## config.mk

```make
export PLATFORM = sky130hd
export DESIGN_NAME = cache_ctrl
export DESIGN_NICKNAME = d
export VERILOG_FILES = /design/src/mem_pkg.sv /design/src/cache_pkg.sv /design/src/cache_ctrl.sv
export VERILOG_INCLUDE_DIRS = /design/src
export SDC_FILE = /design/constraint.sdc
export NUM_CORES = 1
export LEC_CHECK = 0
export ABC_AREA = 1
export BUFFER_PORTS_ARGS = -buffer_cell sky130_fd_sc_hd__clkbuf_2
export CORE_MARGIN = 3
export CORE_UTILIZATION = 48
export CTS_BUF_LIST = sky130_fd_sc_hd__clkbuf_2
export CTS_CLUSTER_DIAMETER = 120
export DETAILED_ROUTE_END_ITERATION = 10
export GPL_ROUTABILITY_DRIVEN = 0
export MAX_ROUTING_LAYER = met4
export PLACE_DENSITY = 0.87
export SYNTH_ARGS = -nofsm -noshare
export SYNTH_HDL_FRONTEND = slang
export SYNTH_SLANG_ARGS = --single-unit
```

## constraint.sdc

```tcl
create_clock -name clk -period 2.7 [get_ports clk]
set_clock_uncertainty 0.15 [all_clocks]
set_input_delay 0.135 -clock clk [delete_from_list [all_inputs] [get_ports clk]]
set_output_delay 0.135 -clock clk [all_outputs]
set_load 0.01 [all_outputs]
```

## src/cache_config.svh

```systemverilog
// Sizes are tied to the 16-bit address split tag 15:10, set 9:4, word 3:1; other values break slicing
`ifndef CACHE_CONFIG_SVH
`define CACHE_CONFIG_SVH

////////////////////////////////////////
// Bus widths
////////////////////////////////////////
`define CACHE_ADDR_W 16       // Byte address width of both ports
`define CACHE_WORD_W 16       // Data word width, bit 0 of the address is ignored

////////////////////////////////////////
// Address fields
////////////////////////////////////////
`define CACHE_TAG_LSB 10      // Tag runs from here up to the top address bit
`define CACHE_IDX_LSB 4       // Set index runs from here up to the tag
`define CACHE_OFS_LSB 1       // Word offset within a line runs from here up to the index

////////////////////////////////////////
// Organization and timing
////////////////////////////////////////
`define CACHE_SETS 64         // Two ways per set, 2 KB in total
`define CACHE_LINE_WORDS 8    // One line fill is this many memory handshakes

// Cycles the controller waits for mem_ack before it gives up on the access
`define CACHE_MEM_TIMEOUT 1000

`endif

```

## src/mem_pkg.sv

```systemverilog
// Bus types shared by the CPU and memory ports; one word moves per handshake, no byte enables
`include "cache_config.svh"

package mem_pkg;

  typedef logic [`CACHE_ADDR_W-1:0] addr_t;  // Byte address, bit 0 unused
  typedef logic [`CACHE_WORD_W-1:0] word_t;  // One data word

  // Kind of access on either handshake
  typedef enum logic {
    ACC_READ  = 1'b0,
    ACC_WRITE = 1'b1
  } access_t;

endpackage

```

## src/cache_pkg.sv

```systemverilog
// Cache organization types; field widths follow the fixed address split in the config header
`include "cache_config.svh"

package cache_pkg;

  ////////////////////////////////////////
  // Address fields
  ////////////////////////////////////////

  // Tag stored per way and compared on every lookup
  typedef logic [`CACHE_ADDR_W-`CACHE_TAG_LSB-1:0] tag_t;

  // Set number, picks one of the 64 sets
  typedef logic [`CACHE_TAG_LSB-`CACHE_IDX_LSB-1:0] index_t;

  // Word within the line, also the fill counter
  typedef logic [`CACHE_IDX_LSB-`CACHE_OFS_LSB-1:0] offset_t;

  ////////////////////////////////////////
  // Ways and controller state
  ////////////////////////////////////////

  typedef enum logic {
    WAY_0 = 1'b0,  // First way
    WAY_1 = 1'b1   // Second way
  } way_t;

  // The *_REQ states wait for mem_ack low, the *_WAIT states hold mem_req until mem_ack
  typedef enum logic [2:0] {
    IDLE      = 3'd0,  // Waiting for cpu_req
    LOOKUP    = 3'd1,  // Tags compared, hit and victim latched
    FILL_REQ  = 3'd2,  // Memory idle check between fill words
    FILL_WAIT = 3'd3,  // Fill word requested
    WT_REQ    = 3'd4,  // Array write and memory idle check
    WT_WAIT   = 3'd5,  // Write-through word requested
    RESPOND   = 3'd6,  // Result registered, cpu_ack raised
    RELEASE   = 3'd7   // Holding cpu_ack until cpu_req falls
  } ctrl_state_t;

endpackage

```

## src/cache_ctrl.sv

```systemverilog
// One CPU request in flight; a memory timeout abandons the fill or write-through and answers miss, 0
`timescale 1ns/1ps
`include "cache_config.svh"

module cache_ctrl (
  input  logic              clk,
  input  logic              rst,
  // CPU side
  input  logic              cpu_req,
  input  mem_pkg::access_t  cpu_kind,
  input  mem_pkg::addr_t    cpu_addr,
  input  mem_pkg::word_t    cpu_wdata,
  output logic              cpu_ack,
  output mem_pkg::word_t    cpu_rdata,
  output logic              cpu_hit,
  // Memory side
  output logic              mem_req,
  output mem_pkg::access_t  mem_kind,
  output mem_pkg::addr_t    mem_addr,
  output mem_pkg::word_t    mem_wdata,
  input  logic              mem_ack,
  input  mem_pkg::word_t    mem_rdata,
  // Array side
  output mem_pkg::addr_t    arr_addr,
  output mem_pkg::word_t    arr_data,
  output logic              arr_write_data,
  output logic              arr_write_tag,
  output logic              arr_touch,
  output cache_pkg::way_t   arr_touch_way,
  output cache_pkg::way_t   arr_fill_way,
  input  logic              hit,
  input  cache_pkg::way_t   hit_way,
  input  cache_pkg::way_t   victim_way,
  input  mem_pkg::word_t    rd_data
);

  import mem_pkg::*;
  import cache_pkg::*;

  localparam int unsigned WD_W = $clog2(`CACHE_MEM_TIMEOUT + 1);  // Watchdog counter width

  ctrl_state_t     state;
  access_t         req_kind;     // Request latched when it is accepted
  addr_t           req_addr;
  word_t           req_wdata;
  logic            hit_flag;     // Line was present at lookup
  way_t            fill_way;     // Victim latched at lookup
  offset_t         fill_cnt;     // Next word of the line to fetch
  logic            phase_done;   // Last memory handshake of the phase was acknowledged
  logic            abort;        // Memory timed out on this request
  logic [WD_W-1:0] wd_cnt;       // Cycles spent waiting for mem_ack
  logic            wd_expired;
  logic            in_fill;
  addr_t           fill_addr;

  assign in_fill    = (state == FILL_REQ) || (state == FILL_WAIT);
  assign fill_addr  = {req_addr[`CACHE_ADDR_W-1:`CACHE_IDX_LSB], fill_cnt, {`CACHE_OFS_LSB{1'b0}}};
  assign wd_expired = (wd_cnt == WD_W'(`CACHE_MEM_TIMEOUT - 1));

  ////////////////////////////////////////
  // Memory and array drive
  ////////////////////////////////////////
  assign mem_req   = (state == FILL_WAIT) || (state == WT_WAIT);  // High only while waiting for ack
  assign mem_kind  = ((state == WT_REQ) || (state == WT_WAIT)) ? ACC_WRITE : ACC_READ;
  assign mem_addr  = in_fill ? fill_addr : req_addr;
  assign mem_wdata = req_wdata;

  assign arr_addr = in_fill ? fill_addr : req_addr;
  assign arr_data = in_fill ? mem_rdata : req_wdata;  // Fill words come from memory

  // Each fill word is stored as it is acknowledged; the CPU word goes in once before write-through
  assign arr_write_data = ((state == FILL_WAIT) && mem_ack) ||
                          ((state == WT_REQ) && !mem_ack && !phase_done);
  assign arr_write_tag  = (state == FILL_WAIT) && mem_ack && (fill_cnt == '1);  // Line complete

  assign arr_touch     = (state == RESPOND) && hit;  // No touch when a fill was abandoned
  assign arr_touch_way = hit_way;
  assign arr_fill_way  = fill_way;

  ////////////////////////////////////////
  // Watchdog
  ////////////////////////////////////////
  always_ff @(posedge clk) begin
    if (rst || !mem_req) begin
      wd_cnt <= '0;  // Every wait state is entered with a fresh count
    end else begin
      wd_cnt <= wd_cnt + 1'b1;
    end
  end

  ////////////////////////////////////////
  // State machine
  ////////////////////////////////////////
  always_ff @(posedge clk) begin
    if (rst) begin
      state      <= IDLE;
      cpu_ack    <= 1'b0;
      hit_flag   <= 1'b0;
      fill_cnt   <= '0;
      phase_done <= 1'b0;
      abort      <= 1'b0;
    end else begin
      case (state)
        IDLE: if (cpu_req) begin
          state      <= LOOKUP;
          fill_cnt   <= '0;
          phase_done <= 1'b0;
          abort      <= 1'b0;
        end
        LOOKUP: begin
          hit_flag <= hit;
          if (!hit) state <= FILL_REQ;
          else      state <= (req_kind == ACC_WRITE) ? WT_REQ : RESPOND;
        end
        FILL_REQ: if (!mem_ack) begin  // Memory back to idle
          if (!phase_done) begin
            state <= FILL_WAIT;
          end else begin
            phase_done <= 1'b0;  // Write-through starts its own phase
            state      <= (req_kind == ACC_WRITE) ? WT_REQ : RESPOND;
          end
        end
        FILL_WAIT: if (mem_ack) begin
          fill_cnt   <= fill_cnt + 1'b1;
          phase_done <= (fill_cnt == '1);
          state      <= FILL_REQ;
        end else if (wd_expired) begin
          abort <= 1'b1;  // Give up on the line, write-through is skipped too
          state <= RESPOND;
        end
        WT_REQ: if (!mem_ack) begin
          state <= phase_done ? RESPOND : WT_WAIT;
        end
        WT_WAIT: if (mem_ack) begin
          phase_done <= 1'b1;
          state      <= WT_REQ;
        end else if (wd_expired) begin
          abort <= 1'b1;
          state <= RESPOND;
        end
        RESPOND: begin
          cpu_ack <= 1'b1;  // Result registers load on this same edge
          state   <= RELEASE;
        end
        RELEASE: if (!cpu_req) begin
          cpu_ack <= 1'b0;
          state   <= IDLE;
        end
        default: state <= IDLE;
      endcase
    end
  end

  // Request and result payload
  always_ff @(posedge clk) begin
    if (state == IDLE && cpu_req) begin
      req_kind  <= cpu_kind;
      req_addr  <= cpu_addr;
      req_wdata <= cpu_wdata;
    end
    if (state == LOOKUP) fill_way <= victim_way;
    if (state == RESPOND) begin
      cpu_hit   <= hit_flag && !abort;
      if (abort)                      cpu_rdata <= '0;
      else if (req_kind == ACC_WRITE) cpu_rdata <= req_wdata;  // Echo of the word written
      else                            cpu_rdata <= rd_data;
    end
  end

endmodule

```

* After elaboration in Yosys (flattened, before gate mapping) *
Index checks and enable logic that the tools add are counted.

storage, ports and cells
  register bits = 71
  bits in latches = 0
  memory bits (writable) = 0
  memory bits (read-only) = 0
  input bits = 72
  output and inout bits = 89
  logic and storage cells = 88
  memories kept = 0

cells by class
  add/subtract/negate cells = 2
  multiply operators = 0
  div/mod/pow operators = 0
  magnitude comparators = 0
  equal/unequal tests = 17
  shift-type cells = 0
  muxes and demuxes = 29
  bitwise operators = 0
  reduce and logical (&&, ||, !) cells = 27

operator list
  operator                 number
  $mux W3                  11
  $mux W16                 2
  $pmux W3 S8              1
  $eq A3 B3 Y1 const B     5
  $ne A2 B2 Y1 const B     7
  $add A10 B1 Y10 const B  1
  $eq A10 B10 Y1 const B   1
  $mux W1                  8
  $reduce_and A4 Y1        2
  $logic_and A1 B1 Y1      7
  $eq A3 B2 Y1 const B     2
  $pmux W3 S2              1
  $reduce_bool A2 Y1       3
  $logic_or A1 B1 Y1       5
  $reduce_and A5 Y1        1
  $logic_not A1 Y1         4
  $mux W2                  2
  $mux W4                  1
  $pmux W1 S2              2
  $pmux W1 S4              1
  $reduce_bool A4 Y1       1
  $add A3 B1 Y3 const B    1
  $eq A3 B1 Y1 const B     1
  $logic_not A3 Y1         1
  other kinds (4)          4

* Logic depth before layout (Yosys ltp) *
Gate-level depths: netlist of run 1.

  word-level depth = 4
  gate-level depth with buffers = 10
  gate-level depth less buffers = 9

* Worst setup path before layout of run 1 *
Ideal clock, no wire load.

  kind = flip-flop to flip-flop
  start = reg state[0]
  end = reg req_wdata[0] (netlist: mem_wdata[0]), enable pin
  setup time = 388 ps
  arrival time = 1367 ps
  data required time = 2162 ps
  path slack = 796 ps
  stages on the path, launching flop included = 5
  buffers on the path = 1
  clock period less this slack = 1904 ps
  cells stage by stage = dfxtp_1 > buf_6 > nor2_1 > nand3_1 > inv_1

between the ends
  cells in the longest elaborated chain, start to end = 2

RTL lines
  item                    RTL line           RTL
  start, declared         cache_ctrl.sv:42   ctrl_state_t state;
  start signal, assigned  cache_ctrl.sv:113  else state <= (req_kind == ACC_WRITE) ? WT_REQ : RESPOND;
  start signal, assigned  cache_ctrl.sv:120  state <= (req_kind == ACC_WRITE) ? WT_REQ : RESPOND;
  start signal, assigned  cache_ctrl.sv:132  state <= phase_done ? RESPOND : WT_WAIT;
  $logic_not A3 Y1        cache_ctrl.sv:156  if (state == IDLE && cpu_req) begin
  $logic_and A1 B1 Y1     cache_ctrl.sv:156
  end signal, assigned    cache_ctrl.sv:159  req_wdata <= cpu_wdata;
  end, declared           cache_ctrl.sv:45   word_t req_wdata;

Every way passes these cells.
A chain may end at the register's enable or synchronous reset.

* Final worst setup path of run 1 *
  start = reg state[2]
  end = out mem_addr[1]

between the ends
  cells in the longest elaborated chain, start to end = 3
  elaborated cells between the ends (all ways) = 4
  classes of those cells = 2 x eq/ne; 1 x mux; 1 x reduce/logical

RTL lines
  item                  RTL line          RTL
  $eq A3 B2 Y1          cache_ctrl.sv:56  assign in_fill = (state == FILL_REQ) || (state == FILL_WAIT);
  $logic_or A1 B1 Y1 *  cache_ctrl.sv:56
  $mux W4 *             cache_ctrl.sv:65  assign mem_addr = in_fill ? fill_addr : req_addr;
  end, declared         cache_ctrl.sv:19  output mem_pkg::addr_t mem_addr,

Every way passes the cells marked *; elsewhere a longest branch is shown, timed or not.

==> results.sh, run 1 <==
export IMPL_layout_drive_gt1_share=0.349
export IMPL_slew_violations=0
export IMPL_area_growth_pct=39.9
export IMPL_top_usage_layer="met2"
export IMPL_cp_start_kind="flip-flop"
export IMPL_power_density_nw_per_um2=902
export IMPL_crit_type="reg2out"
export IMPL_cp_arrival_ps=2250
export IMPL_path_max_fanout=21
export IMPL_core_region_area_um2=6830
export IMPL_grt_start_max_net_pins=29
export IMPL_cts_tree="built"
export IMPL_clock_path_buffers=2
export IMPL_numClockSinks=71
export IMPL_async_flop_share=0
export IMPL_wl_per_cell_um=17.5
export IMPL_antenna_found_initial=1
export IMPL_utilization=0.696
export IMPL_synth_top_cell_by_area="edfxtp_1"
export IMPL_drtIter0Drc=380
export IMPL_antenna_left=0
export IMPL_relSlewSlack=0.506
export IMPL_use_met1=0.298
export IMPL_grt_overflow_total=0
export IMPL_grt_pass1_vias=3478
export IMPL_fin_ws_ps=170
export IMPL_cts_resized=0
export IMPL_rsz0062_at_grt="no"
export IMPL_wl_um=11500
export IMPL_yosysMostFrequentCell="nand2_1"
export IMPL_final_hold_viol_count=0
export IMPL_grt_pass1_wl_um=17600
export IMPL_drv_cap=0
export IMPL_period_needed_ps=2530
export IMPL_drc=0
export IMPL_die_height_um=90.2
export IMPL_setup_violations_final=0
export IMPL_crit_buf_inv=2
export IMPL_synth_edf_count=51
export IMPL_met2_usage=0.492
export IMPL_ys_seq_elements=71
export IMPL_worst_pin_slew_ps=741
export IMPL_netlist_top_cells_count="94 x nand2_1, 51 x edfxtp_1, 51 x nor2_1"
export IMPL_rows=30
export IMPL_syn_nets=443
export IMPL_cpMaxStageDelayCell="dfxtp_1"
export IMPL_nets=629
export IMPL_grt_use_total=0.287
export IMPL_dpl_hpwl_um=6640
export IMPL_slowest_delay_ps=640
export IMPL_clockRootBuffer="clkbuf_2"
export IMPL_pre_cts_slack_ps=811
export IMPL_fmax_mhz=395
export IMPL_endpoint_kind="output port"
export IMPL_drtPass1Iterations=5
export IMPL_fill_cells=490
export IMPL_p_leak_nw=2.26
export IMPL_syn_cell_area_um2=3400
export IMPL_htree_levels=3
export IMPL_clock_latency_ps=510
export IMPL_synth_ff_type="edfxtp_1"
export IMPL_die_area_um2=8130
export IMPL_cts_clk_slew_worst_paths_ps=200
export IMPL_numCtsBuffers=9
export IMPL_io_buffers=158
export IMPL_tns_ps=0
export IMPL_yosysWarnings=0
export IMPL_holdCritPathClass="in2out"
export IMPL_route_vias_total=3414
export IMPL_path_delay_family="buffers and inverters"
export IMPL_crit_required_ps=2410
export IMPL_synth_area_leaders="edfxtp_1 45%, dfxtp_1 12%, nand2_1 10%"
export IMPL_io_pin_count=161
export IMPL_worstPathCellList="nor2_4, inv_1, nand2_1, o21ai_0, clkbuf_2"
export IMPL_use_met3=0.0745
export IMPL_synthCells=368
export IMPL_ys_types=32
export IMPL_ir_drop_mv=0.597
export IMPL_viasPerCell=5.20
export IMPL_synth_top_area_share=0.450
export IMPL_initial_core_util=0.498
export IMPL_outcome="complete, no violations"
export IMPL_die_w_um=90.2
export IMPL_synth_avg_cell_area_um2=9.24
export IMPL_ys_seq_area_frac=0.568
export IMPL_fin_crit_sh=0.937
sequential cells by signal, indices dropped and copies added (netlist names):
register	flops
abort	1
arr_fill_way	1
cpu_ack	1
cpu_hit	1
cpu_rdata	16
fill_cnt	3
hit_flag	1
mem_wdata	16
phase_done	1
req_addr	16
req_kind	1
state	3
wd_cnt	10
stage by stage:
step / total power [W] / hold slack, ps / std cells / cell area [µm²]
after floorplan: 0.00284 / 83.9 / 368 / 3400
after global placement: 0.00325 / 120 / 584 / 4040
after detailed placement: 0.00331 / 120 / 584 / 4040
after CTS: 0.00416 / 120 / 655 / 4750
after global routing: 0.00452 / 120 / 656 / 4760
final: 0.00429 / 120 / 656 / 4760
power breakdown:
group	switching [W]	total (W)	internal (W)	leakage (nW)
Combinational	0.00117	0.00180	0.000628	1.53
Clock	0.000411	0.000813	0.000402	0.0925
Sequential	0.000218	0.00168	0.00147	0.638
area by class of cell:
| class | count | area [µm²] | share of cell area |
|---|---|---|---|
| multi-input combinational | 228 | 1070 | 0.224 |
| clock buffer | 9 | 45.0 | 0.00947 |
| sequential | 71 | 1930 | 0.406 |
| tap | 96 | 120 | 0.0252 |
| antenna | 1 | 2.50 | 0.000526 |
| inverter | 29 | 114 | 0.0239 |
| timing repair buffer | 215 | 1360 | 0.285 |
| clock inverter | 7 | 120 | 0.0252 |
routing by layer:
metal  wire (µm)  share of wire
met5           0              0
met4         629          0.055
met3        1150           0.10
met2        6010           0.52
met1        3720           0.32
kinds of logic after synthesis:
group / count (synthesis) / synth area share
fa+ha+maj: 3 / 0.0110
flops: 71 / 0.568
compound gates: 41 / 0.0648
simple gates: 182 / 0.233
buf+inv: 69 / 0.118
xor+xnor: 2 / 0.00515
worst register-to-register path, cell delays in order (launching register included):
cell and delay [ps]:
dfxtp_1 640, nor2_4 80, inv_1 560, o211ai_1 180
nand2_1 120, nand2_1 50, nand2_1 70, nor2_2 40
final timing paths:
check	start	endpoint	slack (ps)	depth (start not counted)
worst max-delay path	state[2]	mem_addr[1]	170	5
worst min-delay path	hit_way	arr_touch_way	120	0
worst max register to register	state[2]	phase_done	730	7
worst min register to register	wd_cnt[0]	wd_cnt[0]	350	1
timing repair:
action | 4_1_cts | 5_1_grt
hold buffers | 55 | 0
setup buffers | 0 | 0
endpoints found under the setup margin | 0 | 0
endpoints found under the hold margin | 60 | 0
layout by cell type, fill, tap and decap left out, types with 4 or more instances in the layout:
cell,count
nand3_1,15
nor2_1,51
clkbuf_2,167
nand2_1,94
a21oi_1,11
dfxtp_1,20
dlygate4sd3_1,55
inv_1,26
edfxtp_1,51
nor2_2,4
o21ai_0,24
(Power assumes the default switching activity.)
==> run 2: changes to the inputs <==
CORE_ASPECT_RATIO = 0.9   (was not set)
==> run 2 against run 1 <==
Net effect: non-clock buffer count increased by 3; global-route usage decreased by 3.6 points; combinational power about the same; hold slack about the same; highest routed layer unchanged; largest cell class unchanged.
==> results.sh, run 2 (synthesis gave the netlist of run 1 again) <==
export IMPL_regArea_um2=1930
export IMPL_cp_start_kind="flip-flop"
export IMPL_dpl_cell_area_um2=4030
export IMPL_multi_input_area_um2=1070
export IMPL_use_met1=0.250
export IMPL_io_pin_count=161
export IMPL_cpMostUsedCell="dlygate4sd3_1"
export IMPL_p_switching_w=0.00167
export IMPL_drtIter0Drc=187
export IMPL_final_hold_viol_count=0
export IMPL_path_max_fanout=8
export IMPL_grt_start_max_net_pins=34
export IMPL_cts_setup_buffers=0
export IMPL_worst_pin_slew_ps=706
export IMPL_use_met3=0.0561
export IMPL_ir_drop_mv=0.319
export IMPL_layout_drive_gt1_share=0.349
export IMPL_r2r_slack_ps=140
export IMPL_die_w_um=94.7
export IMPL_clock_latency_ps=510
export IMPL_slew_violations=0
export IMPL_viasPerCell=5.00
export IMPL_htree_levels=3
export IMPL_met2_usage=0.463
export IMPL_cts_clk_slew_worst_paths_ps=180
export IMPL_clockRootBuffer="clkbuf_2"
export IMPL_grt_pass1_wl_um=15000
export IMPL_reg2reg_depth=10
export IMPL_initial_core_util=0.505
export IMPL_io_buffers=158
export IMPL_period_needed_ps=2560
export IMPL_area_growth_pct=38.9
export IMPL_route_vias_total=3261
export IMPL_clockPowerShare=0.145
export IMPL_outcome="complete, no violations"
export IMPL_r2r_end="state[0]"
export IMPL_crit_required_ps=3020
export IMPL_core_region_area_um2=6730
export IMPL_rsz0062_at_grt="no"
export IMPL_grt_use_total=0.252
export IMPL_setup_violations_final=0
export IMPL_nets=632
export IMPL_p_sw_frac=0.417
export IMPL_wl_um=10100
export IMPL_final_area_um2=4720
export IMPL_clock_path_buffers=2
export IMPL_antenna_found_initial=0
export IMPL_relSlewSlack=0.529
export IMPL_combPwrFrac=0.443
export IMPL_holdCritPathClass="in2out"
export IMPL_whs_ps=120
export IMPL_final_cell_mix="169 x clkbuf_2, 94 x nand2_1, 58 x dlygate4sd3_1"
export IMPL_layout_commonest_cell="clkbuf_2"
export IMPL_min_from="hit_way"
export IMPL_rows=28
export IMPL_p_leak_nw=2.25
export IMPL_holdPathEnd="arr_touch_way"
export IMPL_drv_cap=0
export IMPL_cp_arrival_ps=2880
export IMPL_seq_power_share=0.412
export IMPL_worstPathCellList="inv_4, nand2_4, nor2_2, nand2_1, nand2_2, dlygate4sd3_1, nor2_4, nand3_1, a21oi_2, dlygate4sd3_1"
export IMPL_die_height_um=85.8
export IMPL_placedCellCount=578
export IMPL_numCtsBuffers=9
export IMPL_cpMaxStageDelayCell="dlygate4sd3_1"
export IMPL_tns_ps=0
export IMPL_grt_pass1_vias=3183
export IMPL_crit_type="reg2reg"
export IMPL_fin_crit_sh=0.948
export IMPL_n_antenna_cell=0
export IMPL_p_int_w=0.00234
export IMPL_slowest_delay_ps=620
export IMPL_power_density_nw_per_um2=851
export IMPL_cts_tree="built"
export IMPL_r2r_start="state[1]"
export IMPL_fmax_mhz=390
export IMPL_grt_overflow_total=0
export IMPL_die_area_um2=8130
export IMPL_wl_per_cell_um=15.4
export IMPL_worstHoldPathCells=0
export IMPL_numClockSinks=71
export IMPL_endpoint_kind="flip-flop"
export IMPL_dpl_hpwl_um=6450
export IMPL_stdcell_count=652
export IMPL_drtPass1Iterations=5
export IMPL_drc=0
export IMPL_fill_cells=477
export IMPL_top_usage_layer="met2"
export IMPL_antenna_left=0
run 2: changes by cell type in the layout (fill, tap and decap cells not counted):
cell,before,now
clkinv_2,1,2
inv_6,1,0
diode_2,1,0
clkinv_4,1,0
clkbuf_2,167,169
bufinv_16,3,1
dfxtp_2,0,2
dlygate4sd3_1,55,58
clkinv_1,0,1
dfxtp_1,20,18
run 2: timing repair:
| action | CTS | global route |
|---|---|---|
| gates resized for setup | 0 | 2 |
| setup endpoints to repair | 0 | 1 |
| endpoints found under the hold margin | 66 | 0 |
| hold buffers | 58 | 0 |
run 2: critical path: cells and delay by family, from the launching register on:
kind	cells	cell delay, ps
flops	1	470
compound gates	1	140
simple gates	6	490
buf+inv	3	1280
run 2: final cells by class:
class	count	area share
well taps	90	0.0239
flip-flops and latches	71	0.410
multi-input cells	228	0.226
inverters	29	0.0241
repair buffers	218	0.294
clock inverters	5	0.0109
clock buffers	11	0.0117
run 2: worst max-delay path by stage:
stage | cells past startpoint | to | from
after floorplan | 4 | mem_wdata[0] | state[0]
after detailed placement | 7 | phase_done | state[2]
after global placement | 7 | phase_done | state[2]
after global routing | 11 | state[0] | state[1]
final | 10 | state[0] | state[1]
after CTS | 10 | state[0] | state[2]
run 2: power by group through the flow:
stage          registers [W]  clock network, W  logic [W]
3_5_place_dp         0.00166                 0    0.00163
5_1_grt              0.00168          0.000635    0.00196
2_1_floorplan        0.00162                 0    0.00122
3_3_place_gp         0.00166                 0    0.00159
4_1_cts              0.00164          0.000592    0.00174
6_report             0.00166          0.000583    0.00178
run 2: stage by stage:
step           power (W)   util  setup slack (ps)
6_report         0.00402  0.702               139
5_1_grt          0.00428  0.702              38.6
4_1_cts          0.00397  0.701              63.7
3_5_place_dp     0.00329  0.599               823
3_3_place_gp     0.00324  0.599               873
2_1_floorplan    0.00284      -               796
run 2: metal layers:
layer / vias to the layer above / wire [µm]
li1: 1552 / -
met1: 1496 / 3600
met2: 179 / 5410
met3: 34 / 760
met4: 0 / 303
met5: - / 0
==> run 3: changes to the inputs <==
--- a/config.mk
+++ b/config.mk
@@ -8,5 +8,5 @@
 export LEC_CHECK = 0
 export ABC_AREA = 1
-export BUFFER_PORTS_ARGS = -buffer_cell sky130_fd_sc_hd__clkbuf_2
+export ABC_CLOCK_PERIOD_IN_PS = 2700
 export CORE_ASPECT_RATIO = 0.9
 export CORE_MARGIN = 3
@@ -15,7 +15,8 @@
 export CTS_CLUSTER_DIAMETER = 120
 export DETAILED_ROUTE_END_ITERATION = 10
+export DONT_BUFFER_PORTS = 1
 export GPL_ROUTABILITY_DRIVEN = 0
 export MAX_ROUTING_LAYER = met4
-export PLACE_DENSITY = 0.87
+export PLACE_DENSITY = 0.68
 export SYNTH_ARGS = -nofsm -noshare
 export SYNTH_HDL_FRONTEND = slang
--- a/constraint.sdc
+++ b/constraint.sdc
@@ -3,3 +3,3 @@
 set_input_delay 0.135 -clock clk [delete_from_list [all_inputs] [get_ports clk]]
 set_output_delay 0.135 -clock clk [all_outputs]
-set_load 0.01 [all_outputs]
+set_load 0.02 [all_outputs]
==> run 3 against run 2 <==
Net effect: combinational power shrank 20%; flip-flop and latch count unchanged; non-clock buffer count decreased by 159; sequential power increased by 12%; highest routed layer unchanged; register-to-register slack improved by 700 ps; cell count shrank 24%; sequential share of layout area is 7.7 points higher; critical path type is now reg2out; global-route usage shrank 5.1 points; critical path depth decreased by 5; die area unchanged.
==> results.sh, run 3 (synthesis gave the netlist of run 1 again) <==
export IMPL_wl_um=7890
export IMPL_final_cell_mix="94 x nand2_1, 55 x dlygate4sd3_1, 51 x nor2_1, 51 x edfxtp_1, 25 x inv_1"
export IMPL_grt_use_total=0.200
export IMPL_nets=473
export IMPL_cts_tree="built"
export IMPL_grt_overflow_total=0
export IMPL_clock_latency_ps=500
export IMPL_wl_per_cell_um=16.0
export IMPL_top_usage_layer="met2"
export IMPL_use_met1=0.203
export IMPL_initial_core_util=0.505
export IMPL_crit_required_ps=2410
export IMPL_outcome="complete, no violations"
export IMPL_htree_levels=3
export IMPL_drtPass1Iterations=4
export IMPL_placedCellCount=422
export IMPL_numCtsBuffers=9
export IMPL_relSlewSlack=0.498
export IMPL_fill_cells=577
export IMPL_io_buffers=0
export IMPL_tns_ps=0
export IMPL_cp_arrival_ps=2090
export IMPL_dpl_hpwl_um=5380
export IMPL_core_region_area_um2=6730
export IMPL_die_height_um=85.8
export IMPL_route_vias_total=2491
export IMPL_holdCritPathClass="in2reg"
export IMPL_use_met3=0.0912
export IMPL_cts_clk_slew_worst_paths_ps=210
export IMPL_die_w_um=94.7
export IMPL_viasPerCell=5.05
export IMPL_fmax_mhz=421
export IMPL_p_leak_nw=1.60
export IMPL_area_growth_pct=16.7
export IMPL_drv_cap=0
export IMPL_antenna_found_initial=0
export IMPL_numClockSinks=71
export IMPL_crit_type="reg2out"
export IMPL_path_max_fanout=21
export IMPL_finalPower_w=0.00400
export IMPL_clock_path_buffers=2
export IMPL_grt_pass1_vias=2448
export IMPL_clockRootBuffer="clkbuf_2"
export IMPL_n_antenna_cell=0
export IMPL_rows=28
export IMPL_grt_pass1_wl_um=11900
export IMPL_endpoint_kind="output port"
export IMPL_layout_commonest_cell="nand2_1"
export IMPL_stdcell_count=493
export IMPL_worst_pin_slew_ps=751
export IMPL_power_density_nw_per_um2=1010
export IMPL_drtIter0Drc=206
export IMPL_slew_violations=0
export IMPL_met2_usage=0.346
export IMPL_multi_input_area_um2=1070
export IMPL_grt_start_max_net_pins=26
export IMPL_io_pin_count=161
export IMPL_final_hold_viol_count=0
export IMPL_layout_drive_gt1_share=0.0993
export IMPL_drc=0
export IMPL_cp_start_kind="flip-flop"
export IMPL_antenna_left=0
export IMPL_fin_crit_sh=0.880
export IMPL_period_needed_ps=2380
export IMPL_rsz0062_at_grt="no"
export IMPL_die_area_um2=8130
export IMPL_r2r_slack_ps=840
export IMPL_setup_violations_final=0
export IMPL_cts_setup_buffers=0
export IMPL_ir_drop_mv=0.347
export IMPL_regArea_um2=1930
run 3: cell count changes in the layout (fill, tap and decap cells not counted), moves of 2 or more:
cell | previous run | this run
clkbuf_2 | 169 | 10
dlygate4sd3_1 | 58 | 55
clkinv_2 | 2 | 0
clkinv_4 | 0 | 2
dfxtp_1 | 18 | 20
dfxtp_2 | 2 | 0
run 3: area by class of cell:
type,count,area share
inverters,29,0.0297
well taps,90,0.0284
flip-flops and latches,71,0.487
repair buffers,59,0.150
multi-input cells,228,0.269
clock inverters,6,0.0237
clock buffers,10,0.0126
run 3: worst max-delay path: stages, from the launching register on:
cell and delay (ps):
dfxtp_1 470, inv_4 110, nor2_4 130, clkinvlp_4 380, o21ai_0 310, buf_4 220
run 3: metal layers:
layer | part of all wire | up-vias
met5 | 0 | -
met4 | 0.012 | 0
met3 | 0.094 | 8
met2 | 0.53 | 113
met1 | 0.36 | 1133
li1 | - | 1237
run 3: final timing paths:
path	startpoint	to	depth (start not counted)
setup / recovery	state[1]	arr_addr[1]	5
hold / removal	cpu_addr[15]	req_addr[15]	1
setup reg to reg	state[1]	cpu_rdata[2]	4
hold reg to reg	wd_cnt[0]	wd_cnt[0]	1
run 3: through the flow:
step,cell area [µm²],setup WS (ps),utilization,hold WS (ps)
floorplan,3400,796,-,83.9
global placement,3270,841,0.486,50.5
detailed placement,3270,796,0.486,55.0
CTS,3960,195,0.589,31.3
global route,3970,62.1,0.590,3.94
finish,3970,323,0.590,86.5
run 3: power by group:
group,internal [W],leakage [nW],switching (W)
Clock,0.000317,0.0827,0.000389
Sequential,0.00147,0.638,0.000391
Combinational,0.000393,0.879,0.00104
run 3: what timing repair did:
item	CTS	global route
gates resized for setup	0	1
hold buffers	55	0
setup endpoints to repair	0	2
endpoints found under the hold margin	78	0
